[src/hw/core_mem_pkg.sv]
package core_mem_pkg;

    // byte address and line geometry
    localparam int addr_w     = 64;
    localparam int line_bytes = 64;
    localparam int line_bits  = 512;

    // decode buffer wraps at 128 bytes
    localparam int buf_bytes    = 128;
    localparam int offset_w     = 7;
    localparam int window_bytes = 15;

    // fetch is wanted while fewer bytes than this are buffered
    localparam int refill_level = 16;

    localparam int word_bytes = 8;
    localparam int word_bits  = 64;

    typedef enum logic [1:0] {
        fetch_idle,
        fetch_waiting,
        fetch_active
    } fetch_state_t;

    typedef enum logic [2:0] {
        data_idle,
        data_read_req,
        data_read_wait,
        data_write_req,
        data_write_wait
    } data_state_t;

endpackage

[src/hw/fetch_ctrl.sv]
module fetch_ctrl
    import core_mem_pkg::*;
(
    input  logic              bus,
    input  logic              rst_n,
    input  logic              redirect,
    input  logic              ibus_reqack,
    input  logic              ibus_respcyc,
    input  logic [7:0]        fill,
    input  logic [addr_w-1:0] fetch_rip,
    output logic              ibus_reqcyc,
    output logic [addr_w-1:0] ibus_req,
    output logic              do_redirect,
    output logic              line_in
);

    fetch_state_t state;
    logic         pending;
    logic         resp_seen;

    assign resp_seen = ibus_respcyc && (state == fetch_active);

    // with nothing in flight a redirect applies at once,
    // otherwise it waits for the response and drops that line
    assign do_redirect = ((state == fetch_idle) && redirect)
                       || (resp_seen && (pending || redirect));
    assign line_in     = resp_seen && !pending && !redirect;

    always_ff @(posedge bus) begin
        if (!rst_n) begin
            state       <= fetch_idle;
            ibus_reqcyc <= 1'b0;
            pending     <= 1'b0;
        end else begin
            case (state)
                fetch_idle: begin
                    if (fill < refill_level && !redirect) begin
                        state       <= fetch_waiting;
                        ibus_reqcyc <= 1'b1;
                    end
                end
                fetch_waiting: begin
                    // reqcyc drops the cycle after the ack
                    if (ibus_reqack) begin
                        ibus_reqcyc <= 1'b0;
                        state       <= fetch_active;
                    end
                end
                fetch_active: begin
                    if (ibus_respcyc) begin
                        state <= fetch_idle;
                    end
                end
                default: state <= fetch_idle;
            endcase

            if (resp_seen) begin
                pending <= 1'b0;
            end else if (state != fetch_idle && redirect) begin
                pending <= 1'b1;
            end
        end
    end

    // line address follows fetch_rip until the request goes out
    always_ff @(posedge bus) begin
        if (state == fetch_idle) begin
            ibus_req <= fetch_rip;
        end
    end

endmodule

[config.mk]
export PLATFORM = sky130hd
export DESIGN_NAME = fetch_ctrl
export DESIGN_NICKNAME = d
export VERILOG_FILES = /design/src/hw/core_mem_pkg.sv /design/src/hw/fetch_ctrl.sv
export SDC_FILE = /design/constraint.sdc
export NUM_CORES = 1
export LEC_CHECK = 0
export ABC_AREA = 1
export BUFFER_PORTS_ARGS = -buffer_cell sky130_fd_sc_hd__buf_2
export CAP_MARGIN = 30
export CORE_UTILIZATION = 41
export DETAILED_ROUTE_END_ITERATION = 10
export PLACE_DENSITY_LB_ADDON = 0.2
export SKIP_CTS_REPAIR_TIMING = 1
export SLEW_MARGIN = 0
export SYNTH_ARGS = -nofsm -noshare
export SYNTH_HDL_FRONTEND = slang
export SYNTH_SLANG_ARGS = --single-unit
[constraint.sdc]
create_clock -name bus -period 2.09 [get_ports bus]
set_clock_uncertainty 0.1 [all_clocks]
set_input_delay 0.5225 -clock bus [delete_from_list [all_inputs] [get_ports bus]]
set_output_delay 0.5225 -clock bus [all_outputs]
set_load 0.02 [all_outputs]
Word level (Yosys, flattened, before mapping)
Index checks and enable logic that the tools add are counted.
{"block": "totals", "output_inout_bits": 67, "inputBits": 77, "wordCells": 35, "reg_bits": 68}
{"block": "classes", "n_mux": 7, "n_reduce_logical": 17, "n_eq_ne": 5, "order_cmp": 1, "n_bitwise": 1}
{"operator": "$lt 8x5->1 const B", "n": 1}
{"operator": "$logic_and 1x1->1", "n": 7}
{"operator": "$mux 2", "n": 3}
{"operator": "$pmux 2 s3", "n": 1}
{"operator": "$reduce_and 3->1", "n": 2}
{"operator": "$ne 2x2->1 const B", "n": 2}
{"operator": "$reduce_bool 2->1", "n": 2}
{"operator": "$eq 2x1->1 const B", "n": 1}
{"operator": "$eq 2x2->1 const B", "n": 1}
{"operator": "$logic_not 1->1", "n": 2}
{"operator": "$logic_not 2->1", "n": 1}
{"operator": "$logic_or 1x1->1", "n": 2}
{"operator": "$mux 1", "n": 2}
{"operator": "$ne 2x1->1 const B", "n": 1}
{"operator": "$pmux 1 s2", "n": 1}
{"operator": "$reduce_or 2->1", "n": 1}
{"operator": "$not 1->1", "n": 1}

Logic depth before layout (Yosys ltp)
Gate-level depths: netlist of the first run.
{"block": "depth", "depth_word": 4, "depth_mapped": 5, "depth_no_buf": 5}

Worst setup path before layout of the first run
No wires, ideal clock.
{"block": "synth_timing", "path_kind": "reg-to-reg", "start": "register state[1]", "end": "register ibus_req[0], enable pin", "n_path_buf": 0, "setup_slack_ps": 433, "required_ps": 1600, "setup_ps": 390, "t_arrival_ps": 1167, "period_less_slack_ps": 1657, "path_stages_with_launch": 4, "cell_sequence": "dfxtp_1 inv_2 nand2_4 inv_2"}
{"block": "synth_via", "elab_chain_cells": 1}
{"element": "from (decl)", "line": "fetch_ctrl.sv:17", "rtl": "fetch_state_t state;"}
{"element": "from (signal assigned)", "line": "fetch_ctrl.sv:31", "rtl": "state <= fetch_idle;"}
{"element": "from (signal assigned)", "line": "fetch_ctrl.sv:38", "rtl": "state <= fetch_waiting;"}
{"element": "from (signal assigned)", "line": "fetch_ctrl.sv:46", "rtl": "state <= fetch_active;"}
{"element": "$logic_not 2->1", "line": "fetch_ctrl.sv:67", "rtl": "if (state == fetch_idle) begin"}
{"element": "to (signal assigned)", "line": "fetch_ctrl.sv:68", "rtl": "ibus_req <= fetch_rip;"}
{"element": "to (decl)", "line": "fetch_ctrl.sv:12", "rtl": "output logic [addr_w-1:0] ibus_req,"}
No other way between the ends.
A chain may end at the register's enable or synchronous reset.

Worst setup path after layout of the first run
{"block": "layout_timing", "start": "register pending", "end": "output do_redirect"}
{"block": "layout_via", "elab_chain_cells": 3}
{"element": "from (decl)", "line": "fetch_ctrl.sv:18", "rtl": "logic pending;"}
{"element": "from (signal assigned)", "line": "fetch_ctrl.sv:33", "rtl": "pending <= 1'b0;"}
{"element": "from (signal assigned)", "line": "fetch_ctrl.sv:58", "rtl": "pending <= 1'b0;"}
{"element": "from (signal assigned)", "line": "fetch_ctrl.sv:60", "rtl": "pending <= 1'b1;"}
{"element": "$logic_or 1x1->1", "line": "fetch_ctrl.sv:26", "rtl": "|| (resp_seen && (pending || redirect));"}
{"element": "$logic_and 1x1->1", "line": "fetch_ctrl.sv:26"}
{"element": "$logic_or 1x1->1", "line": "fetch_ctrl.sv:26"}
{"element": "to (decl)", "line": "fetch_ctrl.sv:13", "rtl": "output logic do_redirect,"}
No other way between the ends.

==> impl_metrics.yaml, run 1 <==
run_status:
  status: "completed"
setup_path:
  critical-path-slowest-cell: "dfxtp_1"
  r2r-start: "state[1]"
  crit_start: "pending"
  setup.worst_path.class: "register to output port"
  endpoint_kind: "output port"
  required_ns: 1.47
  cp_cell_sequence: "inv_1 -> nand2_1 -> nand4_1 -> o21ai_1 -> buf_2"
  slowest_delay_ns: 0.31
  worstPathArrival_ns: 1.16
  crit_fanout: 3
  startpoint_type: "register"
yosys:
  yosys_warnings: 0
  synthCells: 99
  seq_area_frac_synth_pct: 92.6
  yosys_register_bits: 68
  syn_area_sq_um: 2160
  ys_types: 14
  syn_area_per_cell_sq_um: 21.8
  syn-num-nets: 176
timing:
  clock.fmax_ghz: 0.560
  tightest_slew_ns: 0.473
  post-route-period-util_pct: 85.5
  fin_setup_tns_ns: 0
  min_period_ns: 1.79
  finalMaxSlewViolations: 0
  setup_violations: 0
  slew_headroom_pct: 68.5
  final-hold-violation-count: 0
  grt_setup_unrepaired: "no"
  hold_slack_ns: 0.264
clock_network:
  clock-sinks: 68
  clock_latency_ns: 0.33
  cts_root_buffer: "clkbuf_8"
  cts_buffer_depth: 2
  cts_max_level: 3
  numCtsBuffers: 9
  cts.clk_slew.worst_paths_ns: 0.07
  cts_tree: "yes"
drt:
  first_pass_iters: 4
  ant_nets: 0
  num_vias: 1395
  avgRoutedWirePerCell_um: 13.1
  first_iter_violations: 71
  drt-total-wl_um: 4270
  post-route-drc-count: 0
  viasPerCell: 4.28
pwr:
  seq_power_share_pct: 55.9
  pwr-share-comb_pct: 9.4
  p_leak_nw: 1.43
  p_sw_uw: 627
  total_power_mw: 2.84
  irDropWorstVdd_uv: 431
  power.share.switching_pct: 22.1
  p_per_area_nw_per_um2: 903
  p_clk_share_pct: 34.7
  p_int_mw: 2.21
floorplan:
  chipHeight_um: 74.6
  row_count: 26
  die_area_sq_um: 5560
  ios: 144
  die_w_um: 74.6
  design.core.area_sq_um: 5070
  start_util_pct: 42.6
place:
  place.gp.congestion: 0.704
  placed_cell_area_sq_um: 2960
  portBuffers: 139
  dp_cells: 310
global_routing:
  grt_usage_pct: 15.4
  antenna_found_initial: 0
  grt_pass1_wl_um: 5820
  first_global_vias: 1189
  overflow: 0
  grt_max_degree: 40
cells_and_area:
  stdcell_area_sq_um: 3140
  syn2layout_area_growth_pct: 45.4
  final_cells: 326
  nets: 328
  antennaDiodeCount: 0
  drive_gt1_share_pct: 63.3
worst_hold_path:
  hp-start: "fetch_rip[63]"
  hp-class: "input pin to register"
run:
  drv_cap: 0
-- state kept, by name, indices dropped and copies added (netlist names) --
register / flops
ibus_req: 64
ibus_reqcyc: 1
pending: 1
state: 2
-- per-layer routing --
metal | track usage (%) | routed length (um)
met5 | 0 | 0
met4 | 11.9 | 89
met3 | 5.28 | 361
met2 | 24.8 | 2230
met1 | 16.6 | 1600
-- cell usage after synthesis (all sizes together) --
| master | count | share of area (%) |
|---|---|---|
| edfxtp | 64 | 89 |
| inv | 10 | 1.7 |
| nand2 | 8 | 2.0 |
| a21oi | 4 | 0.93 |
| dfxtp | 4 | 3.7 |
| nor2 | 4 | 1.4 |
| nand3 | 2 | 0.46 |
| nand3b | 1 | 0.35 |
| nand4 | 1 | 0.29 |
| o21ai | 1 | 0.23 |
-- area by class of cell --
type / instances / area, sq um
sequential: 68 / 2000
fill: 436 / 1930
timing repair buffer: 141 / 711
clock buffer: 10 / 128
multi-input combinational: 21 / 121
tap: 70 / 87.6
clock inverter: 6 / 55.1
inverter: 10 / 37.5
-- critical path: cells and delay by family (launching register included) --
family	cells	cell delay (ns)
compound gates	1	0.11
buf+inv	2	0.23
flops	1	0.31
simple gates	2	0.19
-- power groups by stage --
stage                     sequential [mW]  clock, mW  combinational, mW
after floorplan                      1.73          0             0.0205
final                                1.59      0.985              0.267
after global placement               1.61          0              0.265
after detailed placement             1.62          0              0.269
after global routing                 1.59       1.07              0.286
after CTS                            1.59       1.02              0.270
-- stage by stage --
stage	util, %	setup WS (ns)
floorplan	-	0.433
global placement	58.3	0.388
detailed placement	58.3	0.327
CTS	61.9	0.291
global route	61.9	0.258
finish	61.9	0.304
-- cell usage in the layout (no fill, tap or decap) --
cell type     n
a21oi_1       4
buf_2       139
buf_4         2
bufinv_16     1
clkbuf_1      1
clkbuf_8      9
clkinv_1      2
clkinv_2      2
clkinvlp_4    1
dfxtp_1       4
edfxtp_1     64
inv_1         7
inv_2         3
nand2_1       5
nand2_2       2
nand2_4       1
nand3_1       2
nand3b_1      1
nand4_1       1
nor2_1        2
nor2_4        2
o21ai_1       1
-- kinds of logic (layout without fill, tap and decap cells) --
family / after synthesis / in the layout / share of synthesized area [%]
DFF: 68 / 68 / 92.6
and+or+nand+nor: 16 / 16 / 4.46
buffers and inverters: 10 / 167 / 1.74
AOI/OAI and AO/OA: 5 / 5 / 1.16
-- worst paths after layout --
| check | end | cells past startpoint | slack, ns |
|---|---|---|---|
| max | do_redirect | 5 | 0.30 |
| min reg2reg | pending | 2 | 0.36 |
| max reg2reg | ibus_req[12] | 4 | 0.65 |
| min | ibus_req[63] | 1 | 0.26 |
Power figures use the tool's default switching activity.
==> run 2, diff against run 1 <==
Settings changed: ABC_AREA 1 to not set.
==> run 2 against run 1 <==
Non-clock buffer count did not move. Critical path type unchanged. Register-to-register slack improved by 0.03 ns. Clock-buffer cell count rose by 2. Hold slack barely moved. Via count fell by 2.4%. Clock power rose by 17%. Largest cell class unchanged.
==> impl_metrics.yaml, run 2 <==
run_status:
  status: "completed"
timing:
  final-hold-violation-count: 0
  setup_violations: 0
  fin_setup_tns_ns: 0
  slew_headroom_pct: 69.1
  grt_setup_unrepaired: "no"
  finalMaxSlewViolations: 0
  clock.fmax_ghz: 0.512
  min_period_ns: 1.95
  tightest_slew_ns: 0.464
  setup_ws_ns: 0.136
  post-route-period-util_pct: 93.5
floorplan:
  die_area_sq_um: 5510
  row_count: 25
  chipHeight_um: 74.3
  start_util_pct: 43.9
  die_w_um: 74.3
  ios: 144
  design.core.area_sq_um: 4880
clock_network:
  clock_latency_ns: 0.33
  cts_root_buffer: "clkbuf_8"
  cts.clk_slew.worst_paths_ns: 0.07
  numCtsBuffers: 9
  cts_tree: "yes"
  cts_max_level: 3
  clock-sinks: 68
  cts_buffer_depth: 2
cells_and_area:
  final_util_pct: 64.8
  layout.cells.most_common: "buf_2"
  stdcell_area_sq_um: 3160
  largest_reg_flops: 64
  drive_gt1_share_pct: 64.5
  nets: 317
  reg_top3: "ibus_req (64), state (2)"
  top_register: "ibus_req"
  syn2layout_area_growth_pct: 47.6
  antennaDiodeCount: 0
  fill_cells: 398
  layout_common_cells: "139 x buf_2, 64 x edfxtp_1, 10 x clkbuf_8"
drt:
  viasPerCell: 4.37
  avgRoutedWirePerCell_um: 13.5
  num_vias: 1362
  ant_nets: 0
  first_pass_iters: 4
  first_iter_violations: 51
  post-route-drc-count: 0
  drt-total-wl_um: 4230
place:
  hpwl_um: 3150
  portBuffers: 139
  placed_cell_area_sq_um: 2940
  place.gp.congestion: 0.708
  place_ws_ns: 0.330
yosys:
  yosys_register_bits: 68
  seq_area_frac_synth_pct: 93.5
  synth.area.top_cells: "edfxtp_1 90%, dfxtp_1 3.7%, nor4_4 0.99%"
  synth_most_common_cell: "edfxtp_1"
  synth_top_cell_by_area: "edfxtp_1"
  ys_types: 17
  syn_area_per_cell_sq_um: 24.3
  synth_async_sr_flop_share_pct: 0
  ys.flop_type: "edfxtp_1"
  synthTopCellsByCount: "64 x edfxtp_1, 4 x dfxtp_1, 3 x nor2_1"
  netlist.area_leader.share_pct: 89.8
  yosys_warnings: 0
  syn-num-nets: 165
  synthCells: 88
  syn_area_sq_um: 2140
  synth-edff-count: 64
setup_path:
  worstReg2RegEnd: "ibus_req[48]"
  worst_r2r_path_depth: 2
  r2r-start: "state[1]"
  reg2reg_slack_ns: 0.68
  worstPathArrival_ns: 1.33
  setup.worst_path.class: "register to output port"
  required_ns: 1.47
  slowest_delay_ns: 0.51
  endpoint_kind: "output port"
  crit_fanout: 8
  cp_cell_sequence: "a21oi_1 -> nor3_1 -> buf_2"
  critical-path-slowest-cell: "dfxtp_1"
  startpoint_type: "register"
worst_hold_path:
  hp-start: "fetch_rip[1]"
  min_to: "ibus_req[1]"
  whs_path_depth: 1
  hp-class: "input pin to register"
global_routing:
  first_global_vias: 1158
  overflow: 0
  antenna_found_initial: 0
  grt_max_degree: 39
  grt_pass1_wl_um: 5780
  grt_usage_pct: 15.3
pwr:
  p_leak_nw: 1.42
  p_per_area_nw_per_um2: 950
  irDropWorstVdd_uv: 646
  total_power_mw: 3.00
run:
  drv_cap: 0
==> run 2: kinds of logic after synthesis <==
| kind of cell | synth area share, % |
|---|---|
| simple gates | 5.44 |
| compound gates | 1.05 |
| flops | 93.5 |
==> run 2: worst max path at each step <==
stage | startpoint | to | slack [ns] | depth (start not counted)
after floorplan | state[0] | ibus_req[0] | 0.24 | 1
after global placement | redirect | line_in | 0.34 | 4
after detailed placement | ibus_respcyc | do_redirect | 0.33 | 4
after CTS | state[1] | do_redirect | 0.11 | 3
after global routing | state[1] | do_redirect | 0.03 | 3
final | state[1] | do_redirect | 0.14 | 3
==> run 2: report_power, final <==
| part | switching (mW) | leakage [nW] | total [mW] | internal [mW] |
|---|---|---|---|---|
| clock | 0.449 | 0.107 | 1.15 | 0.704 |
| combinational | 0.161 | 0.607 | 0.263 | 0.102 |
| sequential | 0.0168 | 0.707 | 1.59 | 1.57 |
==> run 2: worst max-delay path, delay by kind of cell, from the launching register on <==
family / cells / cell delay (ns)
buf+inv: 1 / 0.19
compound gates: 1 / 0.12
simple gates: 1 / 0.19
flops: 1 / 0.51
==> run 2: per-stage QoR <==
stage,instances,hold WS [ns]
global placement,296,0.363
global route,312,0.243
finish,312,0.264
floorplan,88,0.393
detailed placement,296,0.368
CTS,312,0.245
==> run 2: layer usage <==
layer	global-route usage, %	vias up	wire (um)
met5	0	-	0
met4	11.9	0	102
met3	4.47	10	336
met2	23.6	76	2190
met1	18.0	623	1600
li1	-	653	-
==> run 2: final cells by class <==
type                       count  area (sq um)  share of cell area, %
timing repair buffer         141           711                   22.5
clock inverter                 4          72.6                   2.30
sequential                    68          2000                   63.3
clock buffer                  12           145                   4.59
multi-input combinational     20           146                   4.63
tap                           67          83.8                   2.65
