<file path="src/hw/core_mem_pkg.sv">
package core_mem_pkg;

    // byte address and line geometry
    localparam int addr_w     = 64;
    localparam int line_bytes = 64;
    localparam int line_bits  = 512;

    // decode buffer wraps at 128 bytes
    localparam int buf_bytes    = 128;
    localparam int offset_w     = 7;
    localparam int window_bytes = 15;

    // fetch is wanted while fewer bytes than this are buffered
    localparam int refill_level = 16;

    localparam int word_bytes = 8;
    localparam int word_bits  = 64;

    typedef enum logic [1:0] {
        fetch_idle,
        fetch_waiting,
        fetch_active
    } fetch_state_t;

    typedef enum logic [2:0] {
        data_idle,
        data_read_req,
        data_read_wait,
        data_write_req,
        data_write_wait
    } data_state_t;

endpackage

</file>
<file path="src/hw/fetch_offsets.sv">
module fetch_offsets
    import core_mem_pkg::*;
(
    input  logic                bus,
    input  logic                rst_n,
    input  logic [addr_w-1:0]   entry,
    input  logic [addr_w-1:0]   redirect_target,
    input  logic                load_entry,
    input  logic                do_redirect,
    input  logic                line_in,
    input  logic [3:0]          consume,
    output logic [addr_w-1:0]   fetch_rip,
    output logic [5:0]          skip,
    output logic [offset_w-1:0] fetch_offset,
    output logic [offset_w-1:0] decode_offset,
    output logic [7:0]          fill
);

    // both offsets wrap modulo the buffer size
    assign fill = {1'b0, fetch_offset - decode_offset};

    always_ff @(posedge bus) begin
        if (!rst_n) begin
            fetch_offset  <= '0;
            decode_offset <= '0;
        end else if (do_redirect) begin
            fetch_offset  <= '0;
            decode_offset <= '0;
        end else begin
            if (line_in) begin
                fetch_offset <= fetch_offset + offset_w'(line_bytes) - offset_w'(skip);
            end
            decode_offset <= decode_offset + offset_w'(consume);
        end
    end

    // line address and leading bytes to drop from the next line
    always_ff @(posedge bus) begin
        if (load_entry) begin
            fetch_rip <= {entry[addr_w-1:6], 6'b0};
            skip      <= entry[5:0];
        end else if (do_redirect) begin
            fetch_rip <= {redirect_target[addr_w-1:6], 6'b0};
            skip      <= redirect_target[5:0];
        end else if (line_in) begin
            fetch_rip <= fetch_rip + addr_w'(line_bytes);
            skip      <= '0;
        end
    end

endmodule

</file>
<file path="config.mk">
export PLATFORM = sky130hd
export DESIGN_NAME = fetch_offsets
export DESIGN_NICKNAME = d
export VERILOG_FILES = /design/src/hw/core_mem_pkg.sv /design/src/hw/fetch_offsets.sv
export SDC_FILE = /design/constraint.sdc
export NUM_CORES = 1
export LEC_CHECK = 0
export ABC_AREA = 1
export BUFFER_PORTS_ARGS = -buffer_cell sky130_fd_sc_hd__buf_2
export CAP_MARGIN = 10
export CORE_AREA = 2 2 116 118
export DETAILED_ROUTE_END_ITERATION = 7
export DIE_AREA = 0 0 118 120
export PLACE_DENSITY = 0.8
export RECOVER_POWER = 50
export REMOVE_ABC_BUFFERS = 1
export SYNTH_ARGS = -nofsm -noshare
export SYNTH_HDL_FRONTEND = slang
export SYNTH_SLANG_ARGS = --single-unit
</file>
<file path="constraint.sdc">
create_clock -name bus -period 3.35 [get_ports bus]
set_input_delay 0.5025 -clock bus [delete_from_list [all_inputs] [get_ports bus]]
set_output_delay 0.5025 -clock bus [all_outputs]
set_load 0.02 [all_outputs]
</file>
# Word level (Yosys, flattened, before mapping)
# Index checks and enable logic that the tools add are counted.
# classes
n_reduce_logical,3
add_sub_neg,5
muxes,6
n_bitwise,1
# ops
cell,count
64-bit 2-to-1 mux,3
"64-bit by 7-bit adder with 64-bit output, second input constant",1
6-bit 2-to-1 mux,3
7-bit by 4-bit adder with 7-bit output,1
"7-bit adder, second input constant",1
7-bit by 6-bit subtractor with 7-bit output,1
7-bit subtractor,1
2-bit OR reduction,2
3-bit nonzero test,1
1-bit NOT,1
# totals
out_inout_bits,92
register_bits,84
in_bits,137
word_cells,20

# Longest topological paths before layout
# Gate-level depths: netlist of run 1.
# depth
word_depth,4
depth_mapped,12
depth_no_buf,12

# Worst setup path after synthesis of run 1
# OpenSTA, ideal clock, no wires.
# synth_path
path_kind,input-to-reg
start,input port do_redirect
end,"register fetch_rip[10], enable pin"
path_slack_ns,0.447
path_stages,4
setup_ns,0.693
arrival_ns,2.210
t_required_ns,2.657
path_buffers,2
path_cell_list,buf_2 nor2_2 buf_1 nand2_1
# synth_between
elab_chain_len,1
# synth_rtl
item,line,source
"start, declared",fetch_offsets.sv:9,"input logic do_redirect,"
3-bit nonzero test (no source line),n/a,
"end signal, assigned",fetch_offsets.sv:40,"fetch_rip <= {entry[addr_w-1:6], 6'b0};"
"end signal, assigned",fetch_offsets.sv:43,"fetch_rip <= {redirect_target[addr_w-1:6], 6'b0};"
"end signal, assigned",fetch_offsets.sv:46,fetch_rip <= fetch_rip + addr_w'(line_bytes);
"end, declared",fetch_offsets.sv:12,"output logic [addr_w-1:0] fetch_rip,"
# No other way between the ends.
# A chain may end at the register's enable or synchronous reset.

# Worst setup path after layout of run 1
# layout_path
start,input port load_entry
end,"register skip[0], enable pin"
# layout_between
elab_chain_len,1
# layout_rtl
item,line,source
"start, declared",fetch_offsets.sv:8,"input logic load_entry,"
3-bit nonzero test (no source line),n/a,
"end signal, assigned",fetch_offsets.sv:41,skip <= entry[5:0];
"end signal, assigned",fetch_offsets.sv:44,skip <= redirect_target[5:0];
"end, declared",fetch_offsets.sv:13,"output logic [5:0] skip,"
# No other way between the ends.

==> results of run 1 <==
==> registers in the layout (all words and copies together), names as in the netlist <==
register       count
decode_offset      7
skip               6
fetch_rip         58
fetch_offset       7
==> worst min-delay path by stage <==
| stage | cells after the start | endpoint | from | slack, ns |
|---|---|---|---|---|
| final | 3 | fetch_rip[47] | entry[47] | 0.42 |
| after detailed placement | 2 | fetch_offset[6] | fetch_offset[6] | 0.53 |
| after global placement | 2 | decode_offset[5] | decode_offset[5] | 0.52 |
| after floorplan | 2 | decode_offset[4] | decode_offset[4] | 0.57 |
| after global routing | 3 | fetch_rip[43] | entry[43] | 0.44 |
| after CTS | 3 | fetch_rip[47] | entry[47] | 0.42 |
==> layout by cell type (no fill, tap or decap), drive strengths merged <==
cell type | Yosys | routed
nand2 | 363 | 363
buf | 15 | 146
nor2 | 143 | 143
nand3 | 122 | 122
inv | 104 | 104
clkbuf | 18 | 94
edfxtp | 64 | 64
o21ai | 36 | 36
a21oi | 29 | 29
ha | 22 | 22
nand4 | 18 | 18
dfxtp | 14 | 14
xor2 | 10 | 10
o211ai | 7 | 7
nand3b | 7 | 7
conb | 1 | 7
clkinv | 4 | 7
nor3 | 6 | 6
or2 | 3 | 3
xnor2 | 3 | 3
fa | 3 | 3
a21o | 1 | 1
o221ai | 1 | 1
a31oi | 1 | 1
o21bai | 1 | 1
a31o | 1 | 1
bufinv | 0 | 1
==> synthesized netlist by cell type, types with 4 or more instances <==
library cell / n
nand2_1: 355
buf_4: 7
nand3_1: 122
o21ai_0: 30
o211ai_1: 7
nor2_4: 9
nor2_1: 125
edfxtp_1: 64
clkbuf_1: 18
buf_2: 5
nor3_1: 6
nor2_2: 8
ha_1: 22
nand4_1: 18
a21oi_1: 29
dfxtp_1: 14
nand3b_1: 7
xor2_1: 10
inv_1: 100
o21ai_1: 6
inv_2: 4
nand2_2: 6
==> worst reg2reg max path: cells and delay by family (launching register included) <==
family	cells	cell delay [ns]
simple gates	8	1.08
buf+inv	1	0.07
flops	1	0.41
fa+ha+maj	1	0.24
==> routing by layer <==
metal  vias to the layer above  wire length, um  share of wire  track usage
met4                         0              384          0.018       0.0919
met2                       312             9930           0.47        0.500
met1                      3334             9170           0.44        0.398
met3                        25             1500          0.071       0.0423
li1                       3647                -              -            -
met5                         -                0              0            0
==> final cells by class <==
| type | count | area (um^2) | share of cell area |
|---|---|---|---|
| Clock inverter | 4 | 45.0 | 0.00567 |
| Sequential cell | 78 | 2200 | 0.277 |
| Inverter | 108 | 408 | 0.0513 |
| Clock buffer | 12 | 258 | 0.0324 |
| Multi-Input combinational cell | 784 | 3750 | 0.472 |
| Timing Repair Buffer | 228 | 1060 | 0.134 |
| Tap cell | 176 | 220 | 0.0277 |
==> cell families after synthesis <==
group                    Yosys count  synth area share
XOR/XNOR                          13            0.0175
flip-flops                        78             0.339
buffers and inverters            141            0.0869
AND/OR/NAND/NOR                  662             0.440
other                              1          0.000577
AO/OA/AOI/OAI                     77            0.0642
adder cells (fa/ha/maj)           25            0.0516
==> where the power goes <==
part           switching, mW  internal, mW  total (mW)
logic                  0.555         0.289       0.844
registers              0.148          1.17        1.32
clock network          0.394         0.619        1.01
==> impl_metrics.json, run 1 <==
{
  "status": "finished, final reports clean",
  "synthDistinctLibCells": 36,
  "ys_dominant_reg_cell": "edfxtp_1",
  "antenna_found_initial": 0,
  "h-tree-depth": 3,
  "fin_skew_ns": 0.0106,
  "synth.area.top_cells": "edfxtp_1, nand2_1, nand3_1",
  "grt_start_max_net_pins": 62,
  "yosys_warnings": 0,
  "yosysSeqAreaShare": 0.339,
  "grt_pass1_wl_um": 33400,
  "place.port_buffers": 221,
  "relSlewSlack": 0.132,
  "yosys.area.top_type": "edfxtp_1",
  "whs_ns": 0.421,
  "final-setup-viol-count": 0,
  "critPathTopFamily": "buffers and inverters",
  "postCtsHoldBufs": 0,
  "diodes": 0,
  "synth_cells": 997,
  "fillers": 1327,
  "synth_edf_count": 64,
  "path_clk_slew_ns": 0.06,
  "crit_chain": "buf_2 > nor2_1 > clkbuf_1 > nand2_1 > buf_12",
  "fp.dieH_um": 120,
  "startpoint_type": "primary input",
  "cts_tree": "built",
  "max_stage_delay_ns": 0.84,
  "root_buffer": "clkbuf_16",
  "hold_viol": 0,
  "ys_seq_elements": 78,
  "powerDensity_nw_per_um2": 400,
  "ff2ff_path_depth": 10,
  "fmax_ghz": 0.358,
  "rrSetupSlack_ns": 1.31,
  "overflow": 0,
  "die_x_um": 118,
  "gp_congestion": 0.964,
  "hp-class": "in2reg",
  "critPathCapture": "skip[0]",
  "row_count": 42,
  "worst-path-buf-inv": 3,
  "antenna_left": 0,
  "initial_core_util": 0.500,
  "synthArstFlopShare": 0,
  "yosysTopAreaCellShare": 0.296,
  "peakVddDrop_mv": 0.233,
  "cts_sinks": 78,
  "fin_cells": 1390,
  "rr_startpoint": "fetch_rip[6]",
  "post-route-util": 0.612,
  "cap_violations": 0,
  "clk_latency_ns": 0.35,
  "dpl.hpwl_um": 16500,
  "crit_arrival_ns": 2.85,
  "cts_buffers": 9,
  "netlist_area_um2": 6490,
  "die_area_um2": 14200,
  "layout_min_cycle_time_ns": 2.80,
  "critPathRequiredTime_ns": 3.40,
  "worstSetupEndpointType": "flip-flop",
  "crit_start": "load_entry",
  "final_nets": 1371,
  "rsz0062_at_grt": "false",
  "tightestPinTransition_ns": 1.30,
  "drive_gt1_frac": 0.161,
  "dpl_cell_area_um2": 7750,
  "path_depth": 5,
  "post-cts-setup-buffer-count": 0,
  "slew_viol_final": 0,
  "cts_max_path_buffers": 2,
  "post_drt_wl_per_cell_um": 15.1,
  "dp_cells": 1374,
  "track_usage": 0.297,
  "critPathKind": "in2reg",
  "tns_ns": 0,
  "coreArea_um2": 13000,
  "p_leak_nw": 3.89,
  "drt-pass1-iter-count": 5,
  "dp_worst_setup_slack_ns": 0.897,
  "total_power_mw": 3.18,
  "cts.repair.resized": 0,
  "viasPerCell": 5.26,
  "drcViolationCount": 0,
  "timing.rr.end": "fetch_rip[52]",
  "path_max_fanout": 61,
  "grt_pass1_vias": 6663,
  "syn2layout_area_growth_pct": 22.3,
  "design_area_um2": 7940,
  "finalWorstSetupSlack_ns": 0.554,
  "slowest_stage": "clkbuf_1",
  "post-route-period-util": 0.835,
  "io_pins": 229,
  "num_vias": 7318,
  "first_iter_violations": 611,
  "wirelength_um": 21000,
  "synth.avg_cell_area_um2": 6.51
}
(Power assumes the default switching activity.)
==> inputs of run 2 (changes only) <==
--- a/config.mk
+++ b/config.mk
@@ -8,10 +8,10 @@
 export ABC_AREA = 1
 export BUFFER_PORTS_ARGS = -buffer_cell sky130_fd_sc_hd__buf_2
 export CAP_MARGIN = 10
-export CORE_AREA = 2 2 116 118
+export CORE_AREA = 2 2 122 124
 export DETAILED_ROUTE_END_ITERATION = 7
-export DIE_AREA = 0 0 118 120
-export PLACE_DENSITY = 0.8
+export DIE_AREA = 0 0 124 126
+export PLACE_DENSITY = 0.76
 export RECOVER_POWER = 50
 export REMOVE_ABC_BUFFERS = 1
 export SYNTH_ARGS = -nofsm -noshare
==> constraint.sdc (replaced) <==
create_clock -name bus -period 2.5 [get_ports bus]
set_input_delay 0.375 -clock bus [delete_from_list [all_inputs] [get_ports bus]]
set_output_delay 0.375 -clock bus [all_outputs]
set_load 0.02 [all_outputs]
==> run 2 against run 1 <==
Net effect:
- register-to-register slack worse by 0.81 ns
- via count is 0.79% lower
- worst hold slack worse by 0.13 ns
- critical path depth is 4 higher
- utilization is 5.0 points lower
- setup slack worse by 0.43 ns
- wire length is 2.1% higher
- power is 34% higher
- global-route usage is 2.1 points lower
- first-iteration DRC count is 19% lower
- die area is 10% higher
- clock skew is 0.0039 ns lower
- critical path type is now reg2out
==> impl_metrics.json, run 2 (synthesis results as in run 1) <==
{
  "clkPwrFrac": 0.312,
  "grt_start_max_net_pins": 65,
  "cts_sinks": 78,
  "switching_power_mw": 1.48,
  "pwr-share-comb": 0.275,
  "cts_max_path_buffers": 2,
  "dp_cells": 1386,
  "cap_violations": 0,
  "min_from": "entry[57]",
  "viasPerCell": 5.17,
  "regMostFlops": "fetch_rip",
  "cts_tree": "built",
  "crit_start": "decode_offset[3]",
  "antenna_found_initial": 1,
  "coreArea_um2": 14300,
  "die_x_um": 124,
  "layout_min_cycle_time_ns": 2.38,
  "syn2layout_area_growth_pct": 24.0,
  "crit_chain": "inv_1 > ha_1 > a21oi_1 > o21ai_2 > a21oi_1 > nor2_1 > nor2_1 > xor2_1 > buf_4",
  "path_max_fanout": 4,
  "post_drt_wl_per_cell_um": 15.3,
  "h-tree-depth": 3,
  "dpl.hpwl_um": 17000,
  "tightestPinTransition_ns": 1.34,
  "fin_skew_ns": 0.00668,
  "rsz0062_at_grt": "false",
  "slew_viol_final": 0,
  "hold_depth": 3,
  "peakVddDrop_mv": 0.329,
  "num_vias": 7260,
  "status": "finished, final reports clean",
  "initial_core_util": 0.454,
  "hp-class": "in2reg",
  "drcViolationCount": 0,
  "wirelength_um": 21400,
  "final_common_cell": "nand2_1",
  "largest_reg_flops": 58,
  "critPathCapture": "fill[6]",
  "place.port_buffers": 221,
  "root_buffer": "clkbuf_16",
  "overflow": 0,
  "fin_cells": 1404,
  "hold_viol": 0,
  "whs_ns": 0.294,
  "final_nets": 1376,
  "drt-pass1-iter-count": 6,
  "grt_pass1_wl_um": 33500,
  "fp.dieH_um": 126,
  "critPathKind": "reg2out",
  "die_area_um2": 15600,
  "io_pins": 229,
  "timing.rr.end": "fetch_offset[5]",
  "dpl_cell_area_um2": 7790,
  "worstSetupEndpointType": "output port",
  "gp_congestion": 0.941,
  "rrSetupSlack_ns": 0.50,
  "clk_latency_ns": 0.35,
  "path_clk_slew_ns": 0.06,
  "critPathRequiredTime_ns": 2.12,
  "track_usage": 0.277,
  "relSlewSlack": 0.107,
  "slowest_stage": "dfxtp_1",
  "top_regs": "fetch_rip: 58 flops, decode_offset: 7 flops, fetch_offset: 7 flops",
  "total_power_mw": 4.27,
  "p_leak_nw": 4.05,
  "row_count": 44,
  "antenna_left": 0,
  "intPower_mw": 2.78,
  "post-route-period-util": 0.951,
  "final_cell_mix": "nand2_1, buf_2, nor2_1, nand3_1, inv_1",
  "cts_buffers": 9,
  "first_iter_violations": 494,
  "seqPwrFrac": 0.412,
  "powerDensity_nw_per_um2": 530,
  "drive_gt1_frac": 0.207,
  "switching_share": 0.348,
  "design_area_um2": 8050,
  "startpoint_type": "flip-flop",
  "crit_arrival_ns": 2.00,
  "ff2ff_path_depth": 9,
  "rr_startpoint": "skip[1]",
  "final-setup-viol-count": 0,
  "max_stage_delay_ns": 0.36,
  "fmax_ghz": 0.421,
  "grt_pass1_vias": 6879
}
==> run 2: cell types whose count changed in the layout (fill, tap and decap cells not counted), moves of 3 or more <==
| cell | before | now |
|---|---|---|
| o21ai_0 | 32 | 28 |
| buf_2 | 141 | 187 |
| o21ai_1 | 4 | 7 |
| clkbuf_2 | 0 | 3 |
| buf_4 | 4 | 8 |
| clkbuf_1 | 84 | 35 |
==> run 2: worst max-delay path, delay by kind of cell (launching register included) <==
family	cells	cell delay [ns]
flops	1	0.36
simple gates	2	0.16
xor+xnor	1	0.15
buf+inv	2	0.20
fa+ha+maj	1	0.33
compound gates	3	0.45
==> run 2: what timing repair did <==
action                                  in CTS  in global routing
hold buffers                                 0                  0
endpoints found under the hold margin        0                  0
endpoints found under the setup margin       1                  2
buffers inserted                             0                  1
pin swaps                                    0                  1
gates resized for setup                      2                  4
==> run 2: worst min path at each step <==
stage | to | slack [ns]
after CTS | fetch_rip[57] | 0.29
final | fetch_rip[57] | 0.29
after global placement | decode_offset[5] | 0.51
after floorplan | fetch_offset[0] | 0.46
after detailed placement | decode_offset[4] | 0.51
after global routing | fetch_rip[54] | 0.31
==> run 2: cell type report <==
cell class                 instances  area (um^2)
clock inverter                     5         48.8
inverter                         108          408
sequential                        78         2200
tap                              184          230
fill                            1499         6260
antenna                            1         2.50
multi-input combinational        784         3760
timing repair buffer             233         1160
clock buffer                      11          243
==> run 2: power by group through the flow <==
stage | clock network, mW | registers, mW | logic (mW)
global placement | 0 | 1.78 | 1.16
finish | 1.33 | 1.76 | 1.17
CTS | 1.34 | 1.75 | 1.18
global route | 1.39 | 1.78 | 1.32
floorplan | 0 | 1.88 | 0.571
detailed placement | 0 | 1.78 | 1.17
==> run 2: layer usage <==
metal | up-vias | routed length, um | track usage
met1 | 3260 | 8790 | 0.346
met2 | 310 | 10200 | 0.468
met3 | 39 | 1870 | 0.0639
met5 | - | 0 | 0
li1 | 3651 | - | -
met4 | 0 | 544 | 0.0932
==> run 2: through the flow <==
stage | setup TNS [ns] | util | setup WS (ns)
floorplan | -14.76 | - | -0.231
finish | 0 | 0.563 | 0.122
detailed placement | 0 | 0.544 | 0.271
CTS | 0 | 0.565 | 0.0174
global placement | 0 | 0.544 | 0.281
global route | 0 | 0.563 | 0.00124
