$ cat config.mk
export PLATFORM = sky130hd
export DESIGN_NAME = data_ctrl
export DESIGN_NICKNAME = d
export VERILOG_FILES = /design/src/hw/core_mem_pkg.sv /design/src/hw/data_ctrl.sv
export SDC_FILE = /design/constraint.sdc
export NUM_CORES = 1
export LEC_CHECK = 0
export ABC_AREA = 0
export BUFFER_PORTS_ARGS = -buffer_cell sky130_fd_sc_hd__buf_2
export CAP_MARGIN = 20
export CORE_MARGIN = 5
export CORE_UTILIZATION = 41
export CTS_BUF_LIST = sky130_fd_sc_hd__clkbuf_16
export DETAILED_ROUTE_END_ITERATION = 8
export MAX_ROUTING_LAYER = met4
export PLACE_DENSITY = 0.79
export SYNTH_ARGS = -nofsm -noshare
export SYNTH_HDL_FRONTEND = slang
export SYNTH_SLANG_ARGS = --single-unit
$ cat constraint.sdc
create_clock -name bus -period 5.3 [get_ports bus]
set_input_delay 1.06 -clock bus [delete_from_list [all_inputs] [get_ports bus]]
set_output_delay 1.06 -clock bus [all_outputs]
set_load 0.02 [all_outputs]
$ cat src/hw/core_mem_pkg.sv
package core_mem_pkg;

    // byte address and line geometry
    localparam int addr_w     = 64;
    localparam int line_bytes = 64;
    localparam int line_bits  = 512;

    // decode buffer wraps at 128 bytes
    localparam int buf_bytes    = 128;
    localparam int offset_w     = 7;
    localparam int window_bytes = 15;

    // fetch is wanted while fewer bytes than this are buffered
    localparam int refill_level = 16;

    localparam int word_bytes = 8;
    localparam int word_bits  = 64;

    typedef enum logic [1:0] {
        fetch_idle,
        fetch_waiting,
        fetch_active
    } fetch_state_t;

    typedef enum logic [2:0] {
        data_idle,
        data_read_req,
        data_read_wait,
        data_write_req,
        data_write_wait
    } data_state_t;

endpackage

$ cat src/hw/data_ctrl.sv
module data_ctrl
    import core_mem_pkg::*;
(
    input  logic              bus,
    input  logic              rst_n,
    input  logic              load_req,
    input  logic              store_req,
    input  logic              dbus_reqack,
    input  logic              dbus_respcyc,
    input  logic [addr_w-1:0] data_addr,
    output logic              dbus_reqcyc,
    output logic              dbus_write,
    output logic              capture,
    output logic              merge,
    output logic              load_valid,
    output logic              store_done,
    output logic              data_busy,
    output logic [addr_w-1:0] dbus_req,
    output logic [2:0]        word_index
);

    data_state_t state;
    logic        is_store;
    logic        read_resp;

    assign read_resp   = dbus_respcyc && (state == data_read_wait);
    assign dbus_reqcyc = (state == data_read_req) || (state == data_write_req);
    assign dbus_write  = (state == data_write_req);
    assign data_busy   = (state != data_idle);

    // line goes straight in for a load, merged for a store
    assign capture = read_resp && !is_store;
    assign merge   = read_resp && is_store;

    always_ff @(posedge bus) begin
        if (!rst_n) begin
            state      <= data_idle;
            is_store   <= 1'b0;
            load_valid <= 1'b0;
            store_done <= 1'b0;
        end else begin
            load_valid <= capture;
            store_done <= 1'b0;
            case (state)
                data_idle: begin
                    if (load_req || store_req) begin
                        is_store <= store_req;
                        state    <= data_read_req;
                    end
                end
                data_read_req: begin
                    if (dbus_reqack) begin
                        state <= data_read_wait;
                    end
                end
                data_read_wait: begin
                    if (dbus_respcyc) begin
                        state <= is_store ? data_write_req : data_idle;
                    end
                end
                data_write_req: begin
                    if (dbus_reqack) begin
                        state <= data_write_wait;
                    end
                end
                data_write_wait: begin
                    // write response data is ignored
                    if (dbus_respcyc) begin
                        store_done <= 1'b1;
                        state      <= data_idle;
                    end
                end
                default: state <= data_idle;
            endcase
        end
    end

    // address held for the whole sequence
    always_ff @(posedge bus) begin
        if (state == data_idle && (load_req || store_req)) begin
            dbus_req   <= {data_addr[addr_w-1:6], 6'b0};
            word_index <= data_addr[5:3];
        end
    end

endmodule

* After elaboration in Yosys (flattened, before gate mapping) *
Index checks and enable logic that the tools add are counted.

cells by class
  muxes and demuxes = 8
  reductions and logical operators = 12
  equality and inequality tests = 9

operator list
  cell                                                                    number
  3-bit 2-to-1 mux                                                        5
  3-bit case mux with 5 select lines                                      1
  2-bit inequality test (second input constant)                           5
  3-bit by 2-bit equality test with 1-bit output (second input constant)  2
  5-bit AND reduction                                                     1
  1-bit logical AND                                                       4
  2-bit AND reduction                                                     2
  3-bit by 1-bit equality test with 1-bit output (second input constant)  1
  3-bit equality test (second input constant)                             1
  3-bit logical NOT                                                       1
  3-bit nonzero test                                                      1
  1-bit logical OR                                                        2
  2-bit 2-to-1 mux                                                        1
  1-bit logical NOT                                                       1
  1-bit 2-to-1 mux                                                        1

storage, ports and cells
  output and inout bits = 74
  register bits = 67
  logic and storage cells = 35

* Depth between registers and ports, before layout *
Gate-level depths: netlist (run 1).

  word-level depth = 3
  depth in mapped cells = 4

* Worst setup path before layout (run 1) *
No wires, ideal clock.

  path type = in2reg
  from = input store_req
  to = register dbus_req[10], enable pin
  setup slack = 1.140 ns
  library setup time = 0.482 ns
  cell stages on the path = 2
  required time = 4.818 ns
  path buffers = 0
  data arrival time = 3.678 ns
  cell sequence = nor2_1 nor2_1

between the ends
  longest elaborated chain between the ends = 2

RTL lines
  what                  line             text
  start, declared       data_ctrl.sv:7   input logic store_req,
  1-bit logical OR      data_ctrl.sv:80  if (state == data_idle && (load_req || store_req)) begin
  1-bit logical AND     data_ctrl.sv:80
  end signal, assigned  data_ctrl.sv:81  dbus_req <= {data_addr[addr_w-1:6], 6'b0};
  end, declared         data_ctrl.sv:18  output logic [addr_w-1:0] dbus_req,

Every way passes these cells.
A chain may end at the register's enable or synchronous reset.

* Worst setup path after layout (run 1) *
  from = input dbus_respcyc
  to = output capture

between the ends
  longest elaborated chain between the ends = 2

RTL lines
  what               line             text
  start, declared    data_ctrl.sv:9   input logic dbus_respcyc,
  1-bit logical AND  data_ctrl.sv:26  assign read_resp = dbus_respcyc && (state == data_read_wait);
  1-bit logical AND  data_ctrl.sv:32  assign capture = read_resp && !is_store;
  end, declared      data_ctrl.sv:13  output logic capture,

Every way passes these cells.

==> flow_metrics.tcl, run 1 <==
set metrics [dict create \
    status "complete, no violations" \
    drv_slew 0 \
    whs_ps 544.8 \
    ys.flop_type "edfxtp_1" \
    worstReg2RegStart "state[1]" \
    fin_nets 316 \
    clock-sinks 67 \
    cts_setup_buffers 0 \
    firstDrtPassIters 4 \
    die_w_um 82.72 \
    vias 1429 \
    fin_skew_ps 6.721 \
    ys_ff_latch 67 \
    synth_cells 103 \
    power.internal_mw 1.057 \
    htreeDepth 3 \
    antenna_found_initial 0 \
    hold_path.class "flip-flop to flip-flop" \
    crit_arrival_ps 1670 \
    ys.warnings.count 0 \
    final_common_cell "buf_2" \
    dieArea_um2 6843 \
    drt_wl_total_um 5062 \
    powerDensity_nw_per_um2 434.4 \
    leakage_nw 1.417 \
    fill_cells 394 \
    clk_path_buf_depth 2 \
    hold_violations 0 \
    hold_end "store_done" \
    worstMarginPinSlew_ps 639.9 \
    drive_above_1_share_pct 60.96 \
    cap_viol_max_count 0 \
    ctsRootBufferMaster "clkbuf_16" \
    grt_max_degree 39 \
    layout_common_cells "buf_2 (134), edfxtp_1 (61), clkbuf_16 (9)" \
    gp_congestion 0.7788 \
    path_max_fanout 5 \
    grt_pass1_vias 1347 \
    antenna_cells 0 \
    start_util_pct 42.45 \
    pwr-share-seq_pct 47.1 \
    crit_path_start_kind "input pin" \
    hold_start "state[2]" \
    core_um2 5107 \
    place_area_um2 2908 \
    min_period_ps 2729 \
    path_class "input pin to primary output" \
    area_delta_synth_final_pct 47.66 \
    switching_power_uw 333.9 \
    reg2reg_depth 4 \
    grtUsageTotal_pct 14.61 \
    timing.fmax_ghz 0.3665 \
    rows 26 \
    netlist_area_um2 2168 \
    ant_nets 0 \
    design_area_um2 3202 \
    setup-violations-final 0 \
    routedWlPerCell_um 15.77 \
    comb_power_share_pct 12.5 \
    die_y_um 82.72 \
    drcViolationCount 0 \
    setup-tns-final_ps 0 \
    io_pins 144 \
    cp-end-kind "primary output" \
    hpwl_um 3937 \
    synthDistinctLibCells 25 \
    syn-mean-instance-area_um2 21.05 \
    swShare_pct 24.01 \
    rsz0062_at_grt "no" \
    place.port_buffers 134 \
    period_share_pct 51.49 \
    r2r_setup_slack_ps 3030 \
    cts_resized 0 \
    relSlewSlack_pct 57.24 \
    insertion_delay_ps 320 \
    synth_edf_count 61 \
    hold_buffers 0 \
    clk_pin_slew_worst_paths_ps 50 \
    drt_iter0_markers 85 \
    cts_made_buffers 9 \
    vias_per_cell 4.452 \
    gr-total-overflow 0 \
    power_frac_clock_pct 40.4 \
    r2r-end "dbus_req[19]" \
    seq_area_frac_synth_pct 90.02 \
    grt_pass1_wl_um 6762 \
    async_flop_share_pct 0 \
    fin_total_pwr_mw 1.391 \
    tritoncts "built" \
    crit_required_ps 4240 \
    holdPathStages 2 \
    ir_drop_mv 0.1889 \
]
==> critical path: stages <==
cell and delay, ps:
buf_2 120, nand3b_1 90, nor3_1 190, buf_2 200
==> logic make-up (layout without fill, tap and decap cells) <==
logic type | after synthesis | after routing | synth area share, %
buf+inv | 11 | 154 | 2.943
compound gates | 7 | 7 | 2.654
simple gates | 17 | 17 | 4.213
other cells | 1 | 6 | 0.1729
flops | 67 | 67 | 90.02
==> sequential cells by signal, summed over array words and instances (netlist names) <==
| register | flops |
|---|---|
| word_index | 3 |
| state | 3 |
| store_done | 1 |
| is_store | 1 |
| load_valid | 1 |
| dbus_req | 58 |
==> area by class of cell <==
| class | instances | area, µm² | area share [%] |
|---|---|---|---|
| Clock buffer | 9 | 225.2 | 7.034 |
| Clock inverter | 7 | 68.82 | 2.149 |
| Inverter | 3 | 11.26 | 0.3517 |
| Multi-Input combinational cell | 30 | 178.9 | 5.588 |
| Sequential cell | 67 | 1952 | 60.96 |
| Tap cell | 70 | 87.58 | 2.735 |
| Timing Repair Buffer | 135 | 678.2 | 21.18 |
==> per-layer routing <==
layer,track usage (%),routed length [µm]
met3,6.725,796
met5,-,0
met4,6.863,53
met2,24.28,2635
met1,14.57,1576
==> synth_stat cells, types with 2 or more instances <==
cell / n / area [µm²]
edfxtp_1: 61 / 1832
buf_4: 6 / 45.04
dfxtp_1: 6 / 120.1
nand2_1: 3 / 11.26
nor2_1: 3 / 11.26
and2_1: 2 / 12.51
clkbuf_1: 2 / 7.510
inv_1: 2 / 7.510
nor3_1: 2 / 10.01
==> power groups by stage <==
stage               combinational (mW)  clock, mW  sequential [mW]
CTS                              0.178      0.574            0.656
detailed placement               0.177          0            0.666
global placement                 0.174          0            0.663
global route                     0.186      0.609            0.659
floorplan                       0.0389          0            0.730
finish                           0.174      0.562            0.655
==> per-stage QoR <==
step                      utilization, %  setup WS (ps)  std cells
after floorplan                        -           1140        108
after global placement             56.93           2604        305
after detailed placement           56.93           2573        305
after CTS                          62.69           2571        321
after global routing               62.69           2497        321
final                              62.69           2571        321
==> worst max path at each step <==
stage | from | endpoint | slack (ps) | depth (start not counted)
final | dbus_respcyc | capture | 2570 | 4
after global routing | dbus_respcyc | capture | 2500 | 4
after CTS | dbus_respcyc | capture | 2570 | 4
after detailed placement | dbus_respcyc | capture | 2570 | 4
after global placement | dbus_respcyc | capture | 2600 | 4
after floorplan | store_req | dbus_req[10] | 1140 | 2
No activity file was read; power rests on OpenSTA's default activity.
==> inputs of run 2 (changes only) <==
--- a/config.mk
+++ b/config.mk
@@ -9,11 +9,11 @@
 export BUFFER_PORTS_ARGS = -buffer_cell sky130_fd_sc_hd__buf_2
 export CAP_MARGIN = 20
 export CORE_MARGIN = 5
-export CORE_UTILIZATION = 41
+export CORE_UTILIZATION = 37
 export CTS_BUF_LIST = sky130_fd_sc_hd__clkbuf_16
 export DETAILED_ROUTE_END_ITERATION = 8
 export MAX_ROUTING_LAYER = met4
-export PLACE_DENSITY = 0.79
+export PLACE_DENSITY = 0.75
 export SYNTH_ARGS = -nofsm -noshare
 export SYNTH_HDL_FRONTEND = slang
 export SYNTH_SLANG_ARGS = --single-unit
==> constraint.sdc (replaced) <==
create_clock -name bus -period 2.25 [get_ports bus]
set_input_delay 0.45 -clock bus [delete_from_list [all_inputs] [get_ports bus]]
set_output_delay 0.45 -clock bus [all_outputs]
set_load 0.02 [all_outputs]
==> run 2 against run 1 <==
Core utilization down 5.0 points. Non-clock buffer count grew 1. Clock power rose to 2.6 times the previous value. First-iteration DRC count is 16% lower. Sequential share of layout area down 0.64 points. Hold slack worse by 240 ps. Clock skew down 2.1 ps. Register-to-register slack got worse by 2500 ps. Final cell count is 0.93% higher. Sequential power is 140% higher. Combinational power increased by 140%. Flip-flop and latch count stayed put. Largest cell class unchanged. Largest power group unchanged.
==> flow_metrics.tcl, run 2 (synthesis gave the netlist of run 1 again) <==
set metrics [dict create \
    status "complete, no violations" \
    hold_buffers 0 \
    setup_slack_ps 431.4 \
    setup-violations-final 0 \
    firstDrtPassIters 4 \
    drt_wl_total_um 5335 \
    clk_pin_slew_worst_paths_ps 50 \
    antenna_found_initial 0 \
    place_inst 308 \
    cts_setup_buffers 0 \
    crit_path_start_kind "flip-flop" \
    finalNonFillerCells 324 \
    start_util_pct 38.67 \
    cap_viol_max_count 0 \
    grt_pass1_wl_um 7652 \
    powerDensity_nw_per_um2 1052 \
    tritoncts "built" \
    io_pins 144 \
    max_stage_delay_ps 390 \
    regMostFlops "dbus_req" \
    fin_skew_ps 4.594 \
    vias_per_cell 4.392 \
    fin_nets 317 \
    crit_required_ps 1800 \
    final_common_cell "buf_2" \
    area_delta_synth_final_pct 49.22 \
    power_frac_clock_pct 42.3 \
    core_um2 5608 \
    path_max_fanout 10 \
    dieArea_um2 7491 \
    power.internal_mw 2.605 \
    rsz0062_at_grt "no" \
    rows 27 \
    dp_slack_ps 538.1 \
    largest_reg_flops 58 \
    insertion_delay_ps 310 \
    grtUsageTotal_pct 14.40 \
    grt_max_degree 37 \
    gr-total-overflow 0 \
    cts_resized 0 \
    largestRegisters "dbus_req: 58 flops, state: 3 flops, word_index: 3 flops" \
    hpwl_um 4100 \
    layout_common_cells "buf_2 (134), edfxtp_1 (61), clkbuf_16 (9)" \
    worst-path-buf-inv 2 \
    hold_path.class "input pin to flip-flop" \
    ant_nets 0 \
    htreeDepth 3 \
    place.port_buffers 134 \
    period_share_pct 80.83 \
    ctsRootBufferMaster "clkbuf_16" \
    switching_power_uw 798.3 \
    routedWlPerCell_um 16.47 \
    cp-end-kind "primary output" \
    path_cells "nor3_1 > inv_2 > buf_2" \
    hold_violations 0 \
    comb_power_share_pct 12.3 \
    drv_slew 0 \
    clock-sinks 67 \
    path_class "flip-flop to primary output" \
    setup-tns-final_ps 0 \
    crit_path_top_delay_cell "dfxtp_1" \
    drcViolationCount 0 \
    die_w_um 86.55 \
    min_period_ps 1819 \
    gp_congestion 0.8085 \
    vias 1423 \
    pwr-share-seq_pct 45.4 \
    ir_drop_mv 0.5901 \
    cts_made_buffers 9 \
    leakage_nw 1.427 \
    whs_ps 306.5 \
    timing.fmax_ghz 0.5499 \
    crit_family "flip-flops" \
    clk_path_buf_depth 2 \
    fill_cells 461 \
    grt_pass1_vias 1417 \
    die_y_um 86.55 \
    antenna_cells 0 \
    drt_iter0_markers 71 \
    swShare_pct 23.46 \
    drive_above_1_share_pct 61.51 \
    crit_arrival_ps 1370 \
]
[run 2: cell types whose count changed in the layout (fill, tap and decap cells not counted), sizes merged]
cell and delta:
clkinv -2, bufinv +1, buf +1, clkinvlp +1
[run 2: final cells by class]
type | instances | area (µm²) | area share (%)
Sequential cell | 67 | 1952 | 60.32
Clock buffer | 9 | 225.2 | 6.961
Tap cell | 72 | 90.09 | 2.784
Inverter | 3 | 11.26 | 0.3480
Timing Repair Buffer | 136 | 685.7 | 21.19
Multi-Input combinational cell | 30 | 178.9 | 5.530
Clock inverter | 7 | 92.59 | 2.862
[run 2: power groups by stage]
stage | sequential (mW) | combinational (mW) | clock [mW]
finish | 1.54 | 0.418 | 1.44
CTS | 1.55 | 0.426 | 1.48
global route | 1.56 | 0.445 | 1.56
global placement | 1.56 | 0.418 | 0
floorplan | 1.71 | 0.0955 | 0
detailed placement | 1.57 | 0.425 | 0
[run 2: stage by stage]
stage	area [µm²]	power, mW	utilization, %
after detailed placement	2918	1.995	52.03
final	3236	3.403	57.70
after global routing	3236	3.565	57.70
after CTS	3236	3.452	57.70
after global placement	2918	1.980	52.03
after floorplan	2195	1.806	-
[run 2: final timing paths]
path | startpoint | endpoint | slack (ps) | depth (start not counted)
max | state[1] | data_busy | 430 | 3
min | data_addr[26] | dbus_req[26] | 310 | 1
max reg2reg | state[1] | dbus_req[15] | 530 | 4
min reg2reg | state[2] | store_done | 560 | 2
[run 2: per-layer routing]
metal / routed length [µm] / vias to the layer above / GRT usage (%)
li1: - / 673 / -
met1: 1891 / 652 / 15.36
met2: 2666 / 93 / 23.85
met3: 744 / 5 / 7.129
met4: 33 / 0 / 3.824
met5: 0 / - / -
[run 2: worst reg2reg max path, cell delays in order, from the launching register on]
cell and delay, ps:
dfxtp_1 390, nor3_1 400, inv_2 90, nor2_4 100
buf_4 380
==> inputs of run 3 (changes only) <==
--- a/config.mk
+++ b/config.mk
@@ -9,11 +9,11 @@
 export BUFFER_PORTS_ARGS = -buffer_cell sky130_fd_sc_hd__buf_2
 export CAP_MARGIN = 20
 export CORE_MARGIN = 5
-export CORE_UTILIZATION = 37
+export CORE_UTILIZATION = 41
 export CTS_BUF_LIST = sky130_fd_sc_hd__clkbuf_16
 export DETAILED_ROUTE_END_ITERATION = 8
 export MAX_ROUTING_LAYER = met4
-export PLACE_DENSITY = 0.75
+export PLACE_DENSITY = 0.79
 export SYNTH_ARGS = -nofsm -noshare
 export SYNTH_HDL_FRONTEND = slang
 export SYNTH_SLANG_ARGS = --single-unit
==> constraint.sdc (replaced) <==
create_clock -name bus -period 1.7 [get_ports bus]
set_input_delay 0.34 -clock bus [delete_from_list [all_inputs] [get_ports bus]]
set_output_delay 0.34 -clock bus [all_outputs]
set_load 0.02 [all_outputs]
==> run 3 against run 2 <==
Critical path depth unchanged. Sequential power up 32%. Clock-buffer cell count unchanged. Critical path type unchanged. Critical endpoint is now merge. Largest cell class unchanged.
==> flow_metrics.tcl, run 3 (synthesis gave the netlist of run 1 again) <==
set metrics [dict create \
    powerDensity_nw_per_um2 1375 \
    grt_pass1_vias 1350 \
    hold_violations 0 \
    fin_total_pwr_mw 4.492 \
    layout_common_cells "buf_2 (134), edfxtp_1 (61), clkbuf_16 (9)" \
    core_um2 5107 \
    crit_family "simple AND/OR/NAND/NOR gates" \
    ant_nets 0 \
    vias_per_cell 4.407 \
    die_w_um 82.72 \
    drt_iter0_markers 48 \
    crit_required_ps 1360 \
    firstDrtPassIters 4 \
    largest_reg_flops 58 \
    gr-total-overflow 0 \
    antenna_found_initial 0 \
    tritoncts "built" \
    fin_nets 317 \
    clk_path_buf_depth 2 \
    routedWlPerCell_um 15.96 \
    cap_viol_max_count 0 \
    htreeDepth 3 \
    switching_power_mw 1.037 \
    place_area_um2 2952 \
    power.internal_mw 3.455 \
    dieArea_um2 6843 \
    swShare_pct 23.10 \
    ctsRootBufferMaster "clkbuf_16" \
    grtUsageTotal_pct 14.90 \
    area_delta_synth_final_pct 50.72 \
    multi_input_area_um2 195.2 \
    hold_path.class "input pin to flip-flop" \
    seqCellArea_um2 1954 \
    start_util_pct 42.45 \
    path_cells "nand3b_1 > nor3b_1 > buf_2" \
    clock-sinks 67 \
    fin_skew_ps 6.412 \
    grt_pass1_wl_um 6817 \
    drcViolationCount 0 \
    comb_power_share_pct 12.8 \
    gp_congestion 0.6824 \
    vias 1419 \
    place.port_buffers 134 \
    io_pins 144 \
    path_class "flip-flop to primary output" \
    crit_path_top_delay_cell "dfxtp_2" \
    cp-end-kind "primary output" \
    final_core_util_pct 63.99 \
    r2r_setup_slack_ps 320 \
    largestRegisters "dbus_req: 58 flops, state: 3 flops, word_index: 3 flops" \
    pwr-share-seq_pct 45.5 \
    die_y_um 82.72 \
    whs_ps 194.7 \
    power_frac_clock_pct 41.6 \
    leakage_nw 1.446 \
    min_period_ps 1591 \
    setup-violations-final 0 \
    crit_path_start_kind "flip-flop" \
    hold_buffers 0 \
    antenna_cells 0 \
    timing.fmax_ghz 0.6285 \
    drv_slew 0 \
    ir_drop_mv 0.7068 \
    worst-path-buf-inv 1 \
    period_share_pct 93.60 \
    crit_arrival_ps 1250 \
    clk_pin_slew_worst_paths_ps 50 \
    cts_made_buffers 9 \
    hpwl_um 4091 \
    final_common_cell "buf_2" \
    rows 26 \
    regMostFlops "dbus_req" \
    status "complete, no violations" \
    rsz0062_at_grt "no" \
    cts_setup_buffers 0 \
    grt_max_degree 33 \
    design_area_um2 3268 \
    drive_above_1_share_pct 62.30 \
    fill_cells 415 \
    path_max_fanout 9 \
    max_stage_delay_ps 360 \
    drt_wl_total_um 5138 \
    insertion_delay_ps 320 \
]
==> run 3: changes by cell type in the layout (fill, tap and decap cells not counted) <==
cell	change
inv_1	+1
dfxtp_2	+2
nor3_4	+1
buf_12	+2
nor3_1	-2
buf_4	-2
clkinv_1	+1
clkinv_4	-1
dfxtp_1	-2
clkinvlp_4	-1
nor3_2	+1
==> run 3: cell type report <==
class | count | area share, %
inverter | 3 | 0.3446
sequential | 67 | 59.80
tap | 70 | 2.680
clock buffer | 9 | 6.891
multi-input combinational | 30 | 5.972
timing repair buffer | 136 | 21.75
clock inverter | 7 | 2.565
==> run 3: stage by stage <==
step           worst slack (ps)  std cells  setup TNS [ps]
2_1_floorplan            -375.0        108          -22880
3_3_place_gp              309.7        306               0
3_5_place_dp              273.8        306               0
4_1_cts                   5.584        322               0
5_1_grt                   15.15        322               0
6_report                  108.8        322               0
==> run 3: path summary, 6_finish.rpt <==
check	depth (start not counted)	end	from
worst max-delay path	3	merge	state[0]
worst min-delay path	1	dbus_req[59]	data_addr[59]
worst max register to register	4	dbus_req[10]	state[2]
worst min register to register	1	store_done	state[0]
==> run 3: metal layers <==
layer / vias up / global-route usage [%] / routed length [µm]
met2: 93 / 24.60 / 2552
met4: 0 / 7.353 / 59
li1: 673 / - / -
met3: 5 / 6.833 / 797
met5: - / - / 0
met1: 648 / 14.88 / 1728
==> run 3: power groups by stage <==
stage / sequential [mW] / combinational (mW) / clock [mW]
after floorplan: 2.26 / 0.134 / 0
after global placement: 2.07 / 0.573 / 0
after detailed placement: 2.08 / 0.586 / 0
after CTS: 2.05 / 0.586 / 1.92
after global routing: 2.06 / 0.614 / 2.00
final: 2.04 / 0.577 / 1.87
==> run 3: timing repair <==
action	4_1_cts	5_1_grt
setup endpoints to repair	2	3
gates resized for setup	1	2
hold endpoints to repair	0	0
